## config.mk

```make
export PLATFORM = sky130hd
export DESIGN_NAME = analogizer_top
export DESIGN_NICKNAME = d
export VERILOG_FILES = /design/src/analogizer_video_pkg.sv /design/src/analogizer_cart_pkg.sv /design/src/pixel_if.sv /design/src/dac_if.sv /design/src/video_input_stage.sv /design/src/dac_format_select.sv /design/src/cart_port_driver.sv /design/src/analogizer_top.sv
export SDC_FILE = /design/constraint.sdc
export NUM_CORES = 1
export LEC_CHECK = 0
export ABC_CLOCK_PERIOD_IN_PS = 1200
export BUFFER_PORTS_ARGS = -buffer_cell sky130_fd_sc_hd__buf_2
export CORE_ASPECT_RATIO = 1.25
export CORE_MARGIN = 1
export CORE_UTILIZATION = 33
export CTS_BUF_LIST = sky130_fd_sc_hd__clkbuf_8
export DETAILED_ROUTE_END_ITERATION = 16
export PLACE_DENSITY_LB_ADDON = 0.12
export REMOVE_ABC_BUFFERS = 1
export SYNTH_ARGS = -nofsm -noshare
export SYNTH_HDL_FRONTEND = slang
export SYNTH_SLANG_ARGS = --single-unit
```

## constraint.sdc

```tcl
create_clock -name video_clk -period 1.2 [get_ports video_clk]
set_clock_uncertainty 0.15 [all_clocks]
set_input_delay 0.06 -clock video_clk [delete_from_list [all_inputs] [get_ports video_clk]]
set_output_delay 0.06 -clock video_clk [all_outputs]
set_load 0.02 [all_outputs]
```

## src/analogizer_video_pkg.sv

```systemverilog
// Analogizer video path types
`default_nettype none

package analogizer_video_pkg;

	localparam int COLOR_W = 8;       // Core colour depth per channel
	localparam int DAC_W = 6;         // RGB DAC input width
	localparam int MODE_SEL_BITS = 3; // Type bits that pick the mode, bit 3 is a don't-care

	typedef logic [COLOR_W-1:0] color_t;
	typedef logic [DAC_W-1:0] dac_color_t;
	typedef logic [3:0] video_type_t; // Analog video type from the core

	// Source pixel, red in the top byte
	typedef struct packed {
		color_t r;
		color_t g;
		color_t b;
	} rgb_t;

	typedef enum logic [1:0] {
		MODE_RGBS, // Csync on the DAC HS line
		MODE_RGSB, // Csync on the DAC sync pin, sync on green
		MODE_PASS  // Colour off, raw hsync
	} out_mode_e;

	// Border colour some cores leave on during blanking gets cut here
	function automatic color_t blank_gate(input color_t c, input logic blank_n);
		return c & {COLOR_W{blank_n}};
	endfunction

	function automatic dac_color_t to_dac(input color_t c);
		return c[COLOR_W-1 -: DAC_W]; // Six MSBs
	endfunction

endpackage

`default_nettype wire

```

## src/analogizer_cart_pkg.sv

```systemverilog
// Cartridge bank types
`default_nettype none

package analogizer_cart_pkg;

	localparam int BANK_W = 8; // Pins per cartridge bank

	typedef logic [BANK_W-1:0] cart_bank_t;

	// Value on every bank while the adapter is off
	localparam cart_bank_t BANK_INACTIVE = '0;

	// Bank 1 top bits, former SNAC outputs and pixel clock
	localparam int BANK1_SPARE_BITS = 3;

	// Bank 1 low bits carry blue 5..1
	localparam int BANK1_BLUE_BITS = BANK_W - BANK1_SPARE_BITS;

	// Bank 3 layout: red then the two sync lines
	localparam int BANK3_SYNC_BITS = 2;

endpackage

`default_nettype wire

```

## src/pixel_if.sv

```systemverilog
// Registered pixel bus
`default_nettype none
`timescale 1ns/100ps

interface pixel_if;
	import analogizer_video_pkg::*;

	rgb_t rgb;     // Colour, already zero while blanked
	logic hsync;   // Raw horizontal sync
	logic csync;   // Composite sync
	logic blank_n; // Low during blanking

	// Input stage side
	modport src (
		output rgb,
		output hsync,
		output csync,
		output blank_n
	);

	// Format selector side
	modport dst (
		input rgb,
		input hsync,
		input csync,
		input blank_n
	);

endinterface

`default_nettype wire

```

## src/dac_if.sv

```systemverilog
// RGB DAC signal bus
`default_nettype none
`timescale 1ns/100ps

interface dac_if;
	import analogizer_video_pkg::*;

	dac_color_t r;
	dac_color_t g;
	dac_color_t b;
	logic sync_h;  // DAC HS line
	logic sync_v;  // DAC sync pin, also VS line
	logic blank_n; // DAC /BLANK

	modport src (
		output r,
		output g,
		output b,
		output sync_h,
		output sync_v,
		output blank_n
	);

	modport dst (
		input r,
		input g,
		input b,
		input sync_h,
		input sync_v,
		input blank_n
	);

endinterface

`default_nettype wire

```

## src/video_input_stage.sv

```systemverilog
// Video input register stage
`default_nettype none
`timescale 1ns/100ps

module video_input_stage (
	input wire logic video_clk,
	input wire logic i_rst_n,
	input wire analogizer_video_pkg::color_t i_r,
	input wire analogizer_video_pkg::color_t i_g,
	input wire analogizer_video_pkg::color_t i_b,
	input wire logic i_hsync,
	input wire logic i_csync,
	input wire logic i_blank_n,
	pixel_if.src o_pix
);
	import analogizer_video_pkg::*;

	rgb_t rgb_q;    // Gated pixel
	logic hsync_q;
	logic csync_q;
	logic blank_n_q;

	// One register stage, syncs stay aligned with the colour
	always_ff @(posedge video_clk) begin
		if (!i_rst_n) begin
			rgb_q <= '0;
			hsync_q <= 1'b0;
			csync_q <= 1'b0;
			blank_n_q <= 1'b0; // Reads as blanked
		end else begin
			rgb_q.r <= blank_gate(i_r, i_blank_n);
			rgb_q.g <= blank_gate(i_g, i_blank_n);
			rgb_q.b <= blank_gate(i_b, i_blank_n);
			hsync_q <= i_hsync;
			csync_q <= i_csync;
			blank_n_q <= i_blank_n;
		end
	end

	// Onto the pixel bus
	assign o_pix.rgb = rgb_q;
	assign o_pix.hsync = hsync_q;
	assign o_pix.csync = csync_q;
	assign o_pix.blank_n = blank_n_q;

endmodule

`default_nettype wire

```

## src/dac_format_select.sv

```systemverilog
// DAC output format selector
`default_nettype none
`timescale 1ns/100ps

module dac_format_select (
	input wire analogizer_video_pkg::video_type_t i_analog_video_type, // Live, no register
	pixel_if.dst i_pix,
	dac_if.src o_dac
);
	import analogizer_video_pkg::*;

	logic [MODE_SEL_BITS-1:0] mode_sel; // Low type bits
	out_mode_e mode;

	// Bit 3 dropped, so 8 aliases 0 and 9 aliases 1
	assign mode_sel = i_analog_video_type[MODE_SEL_BITS-1:0];

	always_comb begin
		case (mode_sel)
			3'd0: mode = MODE_RGBS;
			3'd1: mode = MODE_RGSB;
			// Former Y/C, YPbPr and scandoubler codes
			default: mode = MODE_PASS;
		endcase
	end

	always_comb begin
		// Colour cut to DAC width, blank already applied upstream
		o_dac.r = to_dac(i_pix.rgb.r);
		o_dac.g = to_dac(i_pix.rgb.g);
		o_dac.b = to_dac(i_pix.rgb.b);
		o_dac.blank_n = i_pix.blank_n; // Same in every mode
		case (mode)
			MODE_RGBS: begin
				o_dac.sync_h = i_pix.csync; // Csync out the HS pin
				o_dac.sync_v = 1'b1;
			end
			MODE_RGSB: begin
				// Sync on green, SOG switch on the adapter set to ON
				o_dac.sync_h = 1'b1;
				o_dac.sync_v = i_pix.csync;
			end
			default: begin // Pass-through
				o_dac.r = '0;
				o_dac.g = '0;
				o_dac.b = '0;
				o_dac.sync_h = i_pix.hsync;
				o_dac.sync_v = 1'b1;
			end
		endcase
	end

endmodule

`default_nettype wire

```

## src/cart_port_driver.sv

```systemverilog
// Cartridge port bank driver
`default_nettype none
`timescale 1ns/100ps

module cart_port_driver (
	input wire logic i_rst_n,
	input wire logic i_ena,
	dac_if.dst i_dac,
	output analogizer_cart_pkg::cart_bank_t o_bank1,
	output analogizer_cart_pkg::cart_bank_t o_bank2,
	output analogizer_cart_pkg::cart_bank_t o_bank3,
	output logic o_bank1_dir,
	output logic o_bank2_dir,
	output logic o_bank3_dir
);
	import analogizer_cart_pkg::*;

	logic drive_en; // Adapter owns the pins
	logic [BANK3_SYNC_BITS-1:0] sync_pair;
	logic [BANK1_BLUE_BITS-1:0] blue_hi;
	cart_bank_t bank1_pk;
	cart_bank_t bank2_pk;
	cart_bank_t bank3_pk;

	assign drive_en = i_rst_n & i_ena;

	assign sync_pair = {i_dac.sync_h, i_dac.sync_v}; // HS on bit 1, VS/sync on bit 0
	assign blue_hi = i_dac.b[5:1];

	// Pinout, MSB first
	assign bank3_pk = {i_dac.r, sync_pair};
	assign bank2_pk = {i_dac.b[0], i_dac.blank_n, i_dac.g}; // B0, /BLK, G5..G0
	// Top three pins unused here, pixel clock goes out through the board wrapper
	assign bank1_pk = {{BANK1_SPARE_BITS{1'b0}}, blue_hi};

	// Banks read as inputs while off
	assign o_bank1 = drive_en ? bank1_pk : BANK_INACTIVE;
	assign o_bank2 = drive_en ? bank2_pk : BANK_INACTIVE;
	assign o_bank3 = drive_en ? bank3_pk : BANK_INACTIVE;

	assign o_bank1_dir = drive_en; // 1 drives out
	assign o_bank2_dir = drive_en;
	assign o_bank3_dir = drive_en;

endmodule

`default_nettype wire

```

## src/analogizer_top.sv

```systemverilog
// Analogizer analog video top
`default_nettype none
`timescale 1ns/100ps

module analogizer_top (
	input wire logic video_clk,
	input wire logic i_rst_n,
	input wire logic i_ena, // Adapter enable
	input wire analogizer_video_pkg::video_type_t i_analog_video_type,
	input wire analogizer_video_pkg::color_t i_r,
	input wire analogizer_video_pkg::color_t i_g,
	input wire analogizer_video_pkg::color_t i_b,
	input wire logic i_hsync,
	input wire logic i_vsync, // Part of the core video bus, no kept mode reads it
	input wire logic i_csync,
	input wire logic i_blank_n,
	output analogizer_cart_pkg::cart_bank_t o_cart_bank1,
	output analogizer_cart_pkg::cart_bank_t o_cart_bank2,
	output analogizer_cart_pkg::cart_bank_t o_cart_bank3,
	output logic o_cart_bank1_dir,
	output logic o_cart_bank2_dir,
	output logic o_cart_bank3_dir
);

	pixel_if pix_bus ();
	dac_if dac_bus ();

	// Registered, blank-gated pixel
	video_input_stage u_input (
		.video_clk (video_clk),
		.i_rst_n   (i_rst_n),
		.i_r       (i_r),
		.i_g       (i_g),
		.i_b       (i_b),
		.i_hsync   (i_hsync),
		.i_csync   (i_csync),
		.i_blank_n (i_blank_n),
		.o_pix     (pix_bus.src)
	);

	// Mode decode, zero latency
	dac_format_select u_format (
		.i_analog_video_type (i_analog_video_type),
		.i_pix               (pix_bus.dst),
		.o_dac               (dac_bus.src)
	);

	cart_port_driver u_cart (
		.i_rst_n     (i_rst_n),
		.i_ena       (i_ena),
		.i_dac       (dac_bus.dst),
		.o_bank1     (o_cart_bank1),
		.o_bank2     (o_cart_bank2),
		.o_bank3     (o_cart_bank3),
		.o_bank1_dir (o_cart_bank1_dir),
		.o_bank2_dir (o_cart_bank2_dir),
		.o_bank3_dir (o_cart_bank3_dir)
	);

endmodule

`default_nettype wire

```

# ---- Word-level counts from Yosys, hierarchy flattened
# Index checks and enable logic that the tools add are counted.
dict set report op_classes {
  n_eq_ne 2
  muxes 9
  bitwise_logic 4
  n_reduce_logical 3
}
# op n
set op_table {}
lappend op_table {{AND 8 bit} 3}
lappend op_table {{two-way mux 6 bit} 3}
lappend op_table {{two-way mux 8 bit} 2}
lappend op_table {{two-way mux 5 bit} 1}
lappend op_table {{case mux 2 bit (2 select lines)} 1}
lappend op_table {{== test 3 x 1 -> 1 bit, second input constant} 1}
lappend op_table {{zero test 3 bit} 1}
lappend op_table {{== test 2 x 1 -> 1 bit, second input constant} 1}
lappend op_table {{zero test 2 bit} 1}
lappend op_table {{case mux 1 bit (2 select lines)} 1}
lappend op_table {{OR reduction 2 bit} 1}
lappend op_table {{AND 1 bit} 1}
lappend op_table {{two-way mux 1 bit} 1}
dict set report totals {
  reg_bits 27
  in_bits 35
  out_inout_bits 27
}

# ---- Logic depth before layout (Yosys ltp)
dict set report logic_depth {
  depth_word 6
  depth_mapped 3
  ltp_nobuf 3
}

# ---- Cells and area by module
# Synthesis repeated with hierarchy kept, for this count alone.
dict set report hier_totals {
  hier_cells 115
  area_unflattened_um2 1119.8
}
# module instances cells_each area_per_inst_um2 seq_area_each_um2
set by_module_without_submodules {}
lappend by_module_without_submodules {video_input_stage 1 58 750.7 540.5}
lappend by_module_without_submodules {cart_port_driver 1 32 215.2 0.0}
lappend by_module_without_submodules {dac_format_select 1 25 153.9 0.0}

# ---- Worst setup path before layout
# Ideal clock, no wire load.
dict set report synth_path {
  kind {register -> output}
  from {register u_input.csync_q, in the netlist u_input.o_pix.csync}
  to {output o_cart_bank3[1]}
  arrival_ps 868
  t_required_ps 990
  slack_ps 122
  stages_incl_launch_ff 3
  path_buffers 0
  cell_sequence {dfxtp_1 or4_1 o211a_1}
}
dict set report synth_via {
  elab_chain_cells 2
}
# item line_no
set synth_rtl {}
lappend synth_rtl {{from (decl)} video_input_stage.sv:20} ;# logic csync_q;
lappend synth_rtl {{from (signal assigned)} video_input_stage.sv:35} ;# csync_q <= i_csync;
lappend synth_rtl {{case mux 1 bit (2 select lines)} dac_format_select.sv:33} ;# case (mode)
lappend synth_rtl {{two-way mux 8 bit} cart_port_driver.sv:39} ;# assign o_bank3 = drive_en ? bank3_pk : BANK_INACTIVE;
lappend synth_rtl {{to (decl)} analogizer_top.sv:19} ;# output analogizer_cart_pkg::cart_bank_t o_cart_bank3,
# No other way between the ends.

# ---- Worst setup path after layout
# Same ends and word-level chain as after synthesis.

==> results_tabular.tex <==
\begin{tabular}{lr}
\hline
Metric & Value \\
\hline
\multicolumn{2}{l}{\textbf{GRT}} \\
Initial antenna violation count & 0 \\
Pin count of the biggest net entering global routing & 20 \\
Sum of overflow across all layers after global routing & 0 \\
Number of global-route vias before repair & 697 \\
Global-route total usage across every layer & 14.73\% \\
First-pass GRT wire length & 2746 um \\
\multicolumn{2}{l}{\textbf{Synthesis}} \\
Number of synthesized register bits & 21 \\
Average size of a mapped cell & 9.994 um\^{}2 \\
Number of synthesis warnings & 0 \\
Post-synthesis sequential area ratio & 53.25\% \\
Cell count after synthesis & 79 \\
Count of unique library cells instantiated by Yosys & 14 \\
Area of the mapped netlist & 789.5 um\^{}2 \\
\multicolumn{2}{l}{\textbf{Timing}} \\
Unrepaired setup endpoints after global routing & true \\
Slew Viols, Final & 0 \\
Final worst-path cycle share & 123.1\% \\
Final setup violation count & 1 \\
Min Clock Period, post-route & 1477 ps \\
Max Fclk & 677.1 MHz \\
Final hold violation count & 0 \\
Final hold slack & 50.12 ps \\
Final worst-path setup slack & -276.9 ps \\
\multicolumn{2}{l}{\textbf{Pwr}} \\
IR Drop Worst-Case VDD & 0.6477 mV \\
Leakage component of the power & 0.7381 nW \\
Pwr dens & 1061 nW/um\^{}2 \\
Total chip power & 1.368 mW \\
\multicolumn{2}{l}{\textbf{Worst hold path}} \\
Source of the worst hold timing path & i\_blank\_n \\
Worst Hold Path EP & u\_input.o\_pix.blank\_n \\
Worst Hold Class & input pin to flip-flop \\
Worst hold path cell count & 2 \\
\multicolumn{2}{l}{\textbf{Clocking}} \\
TritonCTS clock tree & built \\
Num CTS Buffers & 3 \\
H-tree depth & 1 \\
Clock input transition at the sequential cells of the worst setup and hold paths & 70 ps \\
Clock net sink count & 21 \\
CTS Root Buffer Type & sky130\_fd\_sc\_hd\_\_clkbuf\_8 \\
Clock Tree Buf Depth & 2 \\
\multicolumn{2}{l}{\textbf{Critical path}} \\
Critical-path top delay cell & sky130\_fd\_sc\_hd\_\_or4\_1 \\
Critical path fanouts, max & 2 \\
Critical path class & flip-flop to primary output \\
Data required time at the worst endpoint & 990 ps \\
Chain of cells forming the critical path & or4\_1, o211a\_1, buf\_2 \\
Endpoint type of the worst setup path & primary output \\
Startpoint type of the worst setup path & flip-flop \\
Data arrival time at the worst-slack endpoint & 1270 ps \\
Stage delay of the slowest cell on the critical path & 410 ps \\
\multicolumn{2}{l}{\textbf{Die}} \\
Initial cell density of the core & 35.33\% \\
Die extent in x & 45.75 um \\
Die outline area & 2593 um\^{}2 \\
Number of I/O pins & 62 \\
FP Rows & 19 \\
Die span in y & 56.69 um \\
Core region area & 2235 um\^{}2 \\
\multicolumn{2}{l}{\textbf{Placement}} \\
Dpl hpwl & 1169 um \\
I/O Buffers & 50 \\
Routability-driven placement congestion ratio & 0.6173 \\
\multicolumn{2}{l}{\textbf{Status}} \\
Status & finished, violations left \\
Violations in the final reports & setup timing \\
\multicolumn{2}{l}{\textbf{Finish}} \\
Area of all sequential standard cells & 420.4 um\^{}2 \\
Post-synthesis to final-layout area growth & 63.23\% \\
Final-layout fill cell count & 239 \\
Most common cell after layout, fill and taps aside & sky130\_fd\_sc\_hd\_\_buf\_2 \\
Count of inserted antenna diode cells & 0 \\
Share of cells above drive strength 1 & 37.84\% \\
Multi-input logic area & 309.0 um\^{}2 \\
Final layout net count & 184 \\
Commonest cells after routing, fill and taps aside & 49 x sky130\_fd\_sc\_hd\_\_buf\_2, 21 x sky130\_fd\_sc\_hd\_\_and2\_1, 21 x sky130\_fd\_sc\_hd\_\_dfxtp\_1, 20 x sky130\_fd\_sc\_hd\_\_dlygate4sd3\_1, 19 x sky130\_fd\_sc\_hd\_\_and3\_1 \\
\multicolumn{2}{l}{\textbf{Detailed routing}} \\
Number of optimization iterations in the first detailed-route pass & 4 \\
Total DRC errors in the routed layout & 0 \\
Wire length per cell after detailed routing & 10.21 um \\
Average vias per placed instance & 4.268 \\
DR iter-0 viols & 19 \\
Post-route ant nets & 0 \\
Total Routed Length & 1827 um \\
Via count & 764 \\
\multicolumn{2}{l}{\textbf{Run}} \\
Max-cap viol count & 0 \\
\hline
\end{tabular}
-- synth_stat cells --
master / count / share of area [%]
sky130_fd_sc_hd__and2_1: 21 / 17
sky130_fd_sc_hd__dfxtp_1: 21 / 53
sky130_fd_sc_hd__and3_1: 19 / 15
sky130_fd_sc_hd__buf_4: 5 / 4.8
sky130_fd_sc_hd__clkbuf_1: 3 / 1.4
sky130_fd_sc_hd__inv_1: 2 / 0.95
sky130_fd_sc_hd__a31oi_1: 1 / 0.79
sky130_fd_sc_hd__and4bb_4: 1 / 2.1
sky130_fd_sc_hd__buf_6: 1 / 1.4
sky130_fd_sc_hd__conb_1: 1 / 0.47
sky130_fd_sc_hd__nand2_1: 1 / 0.47
sky130_fd_sc_hd__nor2_1: 1 / 0.47
sky130_fd_sc_hd__o211a_1: 1 / 1.3
sky130_fd_sc_hd__or4_1: 1 / 0.95
-- how the worst max path moves through the flow --
stage | startpoint | depth (start not counted) | slack (ps) | to
floorplan | u_input.o_pix.csync | 2 | 120 | o_cart_bank3[1]
detailed placement | i_analog_video_type[1] | 4 | -3 | o_cart_bank3[1]
global route | u_input.o_pix.csync | 3 | -310 | o_cart_bank3[1]
CTS | u_input.o_pix.csync | 3 | -280 | o_cart_bank3[1]
finish | u_input.o_pix.csync | 3 | -280 | o_cart_bank3[1]
global placement | i_analog_video_type[1] | 4 | 30 | o_cart_bank3[1]
-- per-stage QoR --
| step | setup WS, ps | utilization (%) | setup TNS (ps) | cells | cell area, um^2 |
|---|---|---|---|---|---|
| finish | -276.9 | 57.67 | -276.9 | 179 | 1289 |
| global route | -312.3 | 57.67 | -312.3 | 179 | 1289 |
| global placement | 25.32 | 46.58 | 0 | 155 | 1041 |
| CTS | -284.1 | 57.56 | -284.1 | 179 | 1286 |
| floorplan | 122.1 | - | 0 | 72 | 737.0 |
| detailed placement | -2.604 | 46.58 | -2.604 | 155 | 1041 |
-- critical path, delay by kind of cell (launching register included) --
family	cells	cell delay (ps)
compound gates	1	140
simple gates	1	410
buf+inv	1	150
flops	1	310
-- power breakdown --
group          switching [mW]  internal (mW)
Sequential            0.00535          0.725
Combinational          0.0806          0.107
Clock                   0.221          0.228
-- registers in the layout, summed over array words and instances, names as in the netlist --
name,cells
u_input.o_pix.blank_n,1
u_input.o_pix.rgb,18
u_input.o_pix.csync,1
u_input.o_pix.hsync,1
-- cell families after synthesis --
family          after synthesis  share of synthesized area (%)
flops                        21                          53.25
buf+inv                      11                          8.559
compound gates                2                          2.061
simple gates                 44                          35.66
other cells                   1                         0.4750
-- layout make-up --
cell class | instances | area share [%]
timing repair buffer | 72 | 36.31
sequential | 21 | 32.62
multi-input combinational | 49 | 23.98
clock buffer | 3 | 3.204
tap | 31 | 3.010
inverter | 2 | 0.5825
clock inverter | 1 | 0.2913
-- metal layers --
layer | vias to the layer above | part of all wire [%] | wire length [um] | global-route usage (%)
li1 | 389 | - | - | -
met4 | 0 | 1.0 | 19 | 7.983
met3 | 2 | 5.3 | 96 | 2.894
met1 | 344 | 41 | 745 | 14.31
met2 | 29 | 53 | 965 | 27.14
met5 | - | 0 | 0 | 0
-- what timing repair did --
| item | 4_1_cts | 5_1_grt |
|---|---|---|
| setup buffers | 0 | 0 |
| hold buffers | 20 | 0 |
| endpoints found under the setup margin | 1 | 2 |
| resized for setup | 0 | 1 |
| endpoints found under the hold margin | 20 | 0 |
Power figures use the tool's default switching activity.
